==> src/lsu_types_pkg.sv <==
`default_nettype none

package lsu_types_pkg;

	//////////////////////////////////////////////////
	// core side widths

	typedef logic [31:0] addr_t; // byte address
	typedef logic [31:0] word_t; // one register value

	//////////////////////////////////////////////////
	// access codes

	// loads, taken straight from the funct3 field
	typedef enum logic [2:0] {
		lb  = 3'b000,
		lh  = 3'b001,
		lw  = 3'b010,
		lbu = 3'b100,
		lhu = 3'b101
	} funct3_t;

	localparam funct3_t sb = lb; // stores reuse the signed load encodings
	localparam funct3_t sh = lh;
	localparam funct3_t sw = lw;

	//////////////////////////////////////////////////
	// request from the execute stage

	typedef struct packed {
		funct3_t funct3;
		word_t   src1; // base register
		word_t   src2; // store data
		word_t   imm;  // offset, already sign extended
	} lsu_req_t;

endpackage

`default_nettype wire

==> src/axi_pkg.sv <==
`default_nettype none

package axi_pkg;

	//////////////////////////////////////////////////
	// field types

	typedef logic [63:0] dword_t;    // one data beat
	typedef logic [7:0]  strb_t;     // one bit per byte lane
	typedef logic [2:0]  axi_size_t; // log2 of the access bytes
	typedef logic [1:0]  axi_resp_t;

	localparam axi_resp_t resp_okay = 2'b00;

	//////////////////////////////////////////////////
	// channel payloads

	// address channel, shared by ar and aw
	typedef struct packed {
		lsu_types_pkg::addr_t addr;
		axi_size_t            size;
	} axi_ar_t;

	typedef struct packed {
		dword_t    data;
		axi_resp_t resp;
	} axi_r_t;

	typedef struct packed {
		dword_t data;
		strb_t  strb; // lanes that the slave must write
	} axi_w_t;

	typedef struct packed {
		axi_resp_t resp;
	} axi_b_t;

endpackage

`default_nettype wire

==> src/lsu_load_align.sv <==
`timescale 1ns/1ps
`default_nettype none

module lsu_load_align (
	input  lsu_types_pkg::addr_t   addr,
	input  lsu_types_pkg::funct3_t funct3,
	input  axi_pkg::dword_t        rdata,
	output lsu_types_pkg::word_t   value
);
	import lsu_types_pkg::*;

	word_t half;
	word_t shifted;

	//////////////////////////////////////////////////
	// lane select

	always_comb begin
		half    = addr[2] ? rdata[63:32] : rdata[31:0]; // bit 2 picks the word
		shifted = half >> {addr[1:0], 3'b000};           // addressed byte to lane 0
	end

	//////////////////////////////////////////////////
	// extension

	always_comb begin
		case (funct3)
			lb: begin
				value = {{24{shifted[7]}}, shifted[7:0]};
			end
			lh: begin
				value = {{16{shifted[15]}}, shifted[15:0]};
			end
			lw: begin
				value = shifted;
			end
			lbu: begin
				value = {24'b0, shifted[7:0]};
			end
			lhu: begin
				value = {16'b0, shifted[15:0]};
			end
			default: begin
				value = '0; // not a load code
			end
		endcase
	end

endmodule

`default_nettype wire

==> src/lsu.sv <==
`timescale 1ns/1ps
`default_nettype none

module lsu (
	input  logic                    clock,
	input  logic                    reset,

	input  lsu_types_pkg::lsu_req_t req,
	input  logic                    ren,
	input  logic                    wen,
	input  logic                    wb_valid,

	output axi_pkg::axi_ar_t        ar,
	output logic                    arvalid,
	input  logic                    arready,
	input  axi_pkg::axi_r_t         r,
	input  logic                    rvalid,
	output logic                    rready,

	output axi_pkg::axi_ar_t        aw,
	output logic                    awvalid,
	input  logic                    awready,
	output axi_pkg::axi_w_t         w,
	output logic                    wvalid,
	input  logic                    wready,
	input  axi_pkg::axi_b_t         b,
	input  logic                    bvalid,
	output logic                    bready,

	output lsu_types_pkg::word_t    lsu_val,
	output logic                    load_done,
	output logic                    store_done
);
	import lsu_types_pkg::*;
	import axi_pkg::*;

	addr_t     addr;
	axi_size_t size;
	strb_t     mask;
	strb_t     strb;
	dword_t    wdata;
	word_t     load_value;
	logic      r_fire;
	logic      b_fire;

	//////////////////////////////////////////////////
	// address and store lanes

	assign addr = req.src1 + req.imm;
	assign size = {1'b0, req.funct3[1:0]};

	assign ar = '{addr: addr, size: size};
	assign aw = '{addr: addr, size: size};

	always_comb begin
		case (req.funct3)
			sb:      mask = 8'h01;
			sh:      mask = 8'h03;
			sw:      mask = 8'h0f;
			default: mask = 8'h00;
		endcase
	end

	assign strb  = mask << addr[2:0];                         // move the mask to the addressed lane
	assign wdata = {32'b0, req.src2} << {addr[2:0], 3'b000}; // data follows the strobes
	assign w     = '{data: wdata, strb: strb};

	//////////////////////////////////////////////////
	// responses

	assign rready = 1'b1; // the core never stalls a response
	assign bready = 1'b1;

	assign r_fire = rvalid & rready;
	assign b_fire = bvalid & bready;

	assign store_done = b_fire & (b.resp == resp_okay); // a failed write stays pending

	lsu_load_align u_load_align (
		.addr   (addr),
		.funct3 (req.funct3),
		.rdata  (r.data),
		.value  (load_value)
	);

	//////////////////////////////////////////////////
	// channel valids and load result

	always_ff @(posedge clock) begin
		if (reset) begin
			arvalid   <= 1'b0;
			awvalid   <= 1'b0;
			wvalid    <= 1'b0;
			lsu_val   <= '0;
			load_done <= 1'b0;
		end else begin
			arvalid   <= arvalid ? ~arready : ren; // set by the strobe, held until taken
			awvalid   <= awvalid ? ~awready : wen;
			wvalid    <= wvalid ? ~wready : wen;   // independent of aw
			load_done <= r_fire & (r.resp == resp_okay);
			if (wb_valid) begin
				lsu_val <= '0; // writeback consumed the value
			end else if (r_fire) begin
				lsu_val <= load_value;
			end
		end
	end

endmodule

`default_nettype wire

==> config.mk <==
export PLATFORM = sky130hd
export DESIGN_NAME = lsu
export DESIGN_NICKNAME = d
export VERILOG_FILES = /design/src/lsu_types_pkg.sv /design/src/axi_pkg.sv /design/src/lsu_load_align.sv /design/src/lsu.sv
export SDC_FILE = /design/constraint.sdc
export NUM_CORES = 1
export LEC_CHECK = 0
export ABC_CLOCK_PERIOD_IN_PS = 4500
export CAP_MARGIN = 0
export CORE_AREA = 2 2 137 139
export DETAILED_ROUTE_END_ITERATION = 10
export DIE_AREA = 0 0 139 141
export DONT_BUFFER_PORTS = 1
export GPL_TIMING_DRIVEN = 0
export SKIP_CTS_REPAIR_TIMING = 1
export SLEW_MARGIN = 20
export SYNTH_ARGS = -nofsm -noshare
export SYNTH_HDL_FRONTEND = slang
export SYNTH_HIERARCHICAL = 1
export SYNTH_SLANG_ARGS = --single-unit
==> constraint.sdc <==
create_clock -name clock -period 4.5 [get_ports clock]
set_clock_uncertainty 0.2 [all_clocks]
set_input_delay 0.225 -clock clock [delete_from_list [all_inputs] [get_ports clock]]
set_output_delay 0.225 -clock clock [all_outputs]
set_load 0.005 [all_outputs]
== After elaboration in Yosys (flattened, before gate mapping) ==
Index checks and enable logic that the tools add are counted.
Storage, ports and cells
  bits of input ports: 177
  register bits after elaboration: 36
Operators by class
  reductions and logical operators: 4
  shifts and indexed selects: 3
  eq/ne operators: 4
  multiplexer cells: 6
  $add $sub $neg: 1
  bitwise gates (word level): 5
Operators by type and width (number)
  one-hot mux 32 bit (5 select lines): 1
  left shift 32 x 6 -> 64 bit: 1
  adder 32 bit: 1
  two-way mux 32 bit: 1
  right shift 32 x 5 -> 32 bit: 1
  one-hot mux 4 bit (3 select lines): 1
  left shift 8 x 3 -> 8 bit: 1
  equality test 3 bit (second input constant): 2
  logical NOT 2 bit: 2
  equality test 3 x 1 -> 1 bit (second input constant): 1
  equality test 3 x 2 -> 1 bit (second input constant): 1
  logical NOT 3 bit: 1
  two-way mux 1 bit: 3
  NOT 1 bit: 3
  AND 1 bit: 2
  OR reduction 2 bit: 1

== Longest topological paths before layout ==
  word-level depth: 4
  depth in mapped cells: 15
  mapped depth without buffers: 10

== By module ==
Netlist, hierarchy kept.
By module, submodules not included
  lsu: sequential area each 720.7 µm², cells an instance 667, instances 1, area each 4703.3 µm²
  lsu_load_align: sequential area each 0.0 µm², cells an instance 138, instances 1, area each 1211.2 µm²

== Least setup slack after synthesis ==
No wires, ideal clock.
  path type: input-to-reg
  from: input port req[0] (netlist name)
  to: register lsu_val[16]
  required time: 4.172 ns
  stages: 15
  library setup time: 0.128 ns
  setup slack: 0.982 ns
  buffers on the path: 5
  arrival: 3.190 ns
  cell sequence: ha_1 -> fa_1 -> xnor2_1 -> inv_1 -> clkbuf_1 -> buf_1 -> buf_4 -> mux4_2 -> a22oi_1 -> or4b_1 -> buf_2 -> buf_6 -> nand3_2 -> mux2i_1 -> nor2_1
RTL lines
  from (decl): line lsu.sv:8  | input lsu_types_pkg::lsu_req_t req,
  to (signal assigned): line lsu.sv:104  | lsu_val <= load_value;
  to (decl): line lsu.sv:30  | output lsu_types_pkg::word_t lsu_val,

==> metrics.csv <==
metric;value;unit
status;complete, but fails checks;
failing checks;hold timing;
post-synth top area cell;dfxtp_1;
GPL Wtd Cong;0.917;
yosys warns;6;
fraction of layout cells with a size suffix above 1;17.6;%
Arr. time, crit path;4000;ps
# Max-Cap Violations;0;
port buffer count;0;
Cell variety after synth;68;
Worst Setup Path Type;input pin to flop;
ys async rst share;0;%
via count;6026;
Slew Limit Fails;0;
core area;18300;sq um
average cell area after synthesis;7.35;sq um
crit path capture type;flop;
largest net degree at the start of global routing;13;
Synth Cell Area;5910;sq um
Seq/Total Area, Yosys;12.2;%
PD cells;291;nW/um^2
clk root buf;clkbuf_16;
critical path data required time;4520;ps
Post-synth EDFFs;0;
area grow syn2layout;9.37;%
hold slack final;-54.3;ps
I/O pins;358;
Post-DP Area;6210;sq um
clk_lat worst skew;290;ps
Die X-Extent;139;um
Detail Placement HPWL;18.2;mm
Ant. Diodes;0;
Initial Utilization;32.4;%
Hold Crit Class;input pin to flop;
fin util;35.4;%
minimum clock period;3980;ps
Setup WS post-layout;519;ps
DRT antenna net count;0;
Die Y;141;um
Top FF cell, synth;dfxtp_1;
DRC Markers;0;
CTS Buf Count;5;
DR vias/cell;5.71;
final setup violation count;0;
pre-CTS setup slack;-54.7;ps
CTS H-tree depth;2;
Post-synth top cells;nor2_1 (133), nand2_1 (83), a21oi_1 (58), mux2i_1 (49), o21ai_0 (49);
final worst-path cycle share;88.5;%
Synth Instances;805;
critical-path maximum fanout;12;
CTS max path bufs;2;
final WL;22.2;mm
first-pass GRT wire length;32.6;mm
final net count;1030;
Worst Max-Slew Pin Slew;1060;ps
CTS sink count;36;
detailed-route wire length per cell;21.0;um
Total GRT Usage;20.6;%
die area;19600;sq um
Fmax;251;MHz
crit path launch type;input pin;
Starting DRT DRC Count;373;
vias in the first global route;5716;
fin area;6470;sq um
Peak VDD IR;0.277;mV
most frequent cell after synthesis;nor2_1;
TritonRoute pass-1 iters;5;
Seq cells post-synth;36;
clk slew on worst S/H paths;60;ps
RSZ-0062 raised after global routing;no;
final hold vios;1;
CTS tree;built;
Yosys top cell area share;12.2;%
GRT overflow;0;
initial antenna violation count;0;
Cell Rows;50;
Rel. slew slack;29.1;%
Pleak;2.70;nW
Setup TNS;0;ps
Area contributors post-synth;dfxtp_1 (12%), nor2_1 (8.4%), mux4_2 (8.4%), mux2i_1 (8.3%), ha_1 (6.6%);
==> cells in the final DEF (no fill, tap or decap), types with 7 or more instances in the layout <==
cell	instances
a21oi_1	58
a22oi_1	17
and2_1	12
buf_1	9
buf_2	7
buf_4	43
clkbuf_1	37
dfxtp_1	36
dlygate4sd3_1	7
ha_1	31
inv_1	10
mux2_2	24
mux2i_1	49
mux4_2	22
nand2_1	83
nand3_1	34
nand3_2	10
nand4_1	7
nor2_1	133
nor3_1	14
o21ai_0	49
xnor2_1	15
xor2_1	12
==> final cells by class <==
type | count | area (sq um)
plain buffers | 105 | 621
repair buffers | 7 | 70.1
clock buffers | 7 | 153
well taps | 234 | 293
fillers | 1948 | 11800
flip-flops and latches | 36 | 721
clock inverters | 1 | 30.0
multi-input cells | 656 | 4540
inverters | 10 | 37.5
==> stage by stage <==
step / hold slack [ps] / total power [mW] / cells
after floorplan: 97.4 / 1.20 / 807
after global placement: 99.0 / 1.44 / 1041
after detailed placement: 103 / 1.44 / 1041
after CTS: -198 / 1.87 / 1049
after global routing: 17.6 / 2.00 / 1056
final: -54.3 / 1.88 / 1056
==> final timing paths <==
check / startpoint / depth (start not counted) / slack, ps / to
max: req[0] / 14 / 520 / lsu_val[18]
min: arready / 3 / -50 / arvalid
max reg2reg: wvalid / 3 / 2970 / wvalid
min reg2reg: lsu_val[3] / 2 / 330 / lsu_val[3]
==> per-layer routing <==
layer	track usage, %	up-vias	share of wire [%]
met2	36.7	293	49
li1	-	2852	-
met5	0	-	0
met3	4.76	37	7.9
met4	5.58	0	2.3
met1	25.0	2844	41
==> worst max-delay path, stage by stage <==
cell	delay [ps]
ha_1	200
fa_1	440
xnor2_1	170
inv_1	90
clkbuf_1	380
clkbuf_2	420
buf_4	260
clkbuf_1	560
nand3b_1	210
nand4_1	220
clkbuf_1	400
nand3_2	210
mux2i_1	90
nor2_1	110
==> registers in the layout, summed over array words and instances, names as in the netlist <==
signal,count
arvalid,1
lsu_val,32
wvalid,1
load_done,1
awvalid,1
==> cells by family (layout without fill, tap and decap cells) <==
kind of cell	Yosys count	count (layout)	share of synthesized area, %
AOI/OAI and AO/OA	183	183	20.2
xor gates and xnor gates	27	27	4.00
adders and majority gates	32	32	6.90
buffers and inverters	115	130	11.1
DFF	36	36	12.2
muxes	95	95	21.2
other	2	4	0.127
and+or+nand+nor	315	315	24.2
==> report_power, final <==
part	total (mW)	switching [mW]	internal (mW)
sequential	0.340	0.00999	0.330
combinational	1.11	0.665	0.448
clock	0.428	0.136	0.292
No activity file was read; power rests on OpenSTA's default activity.
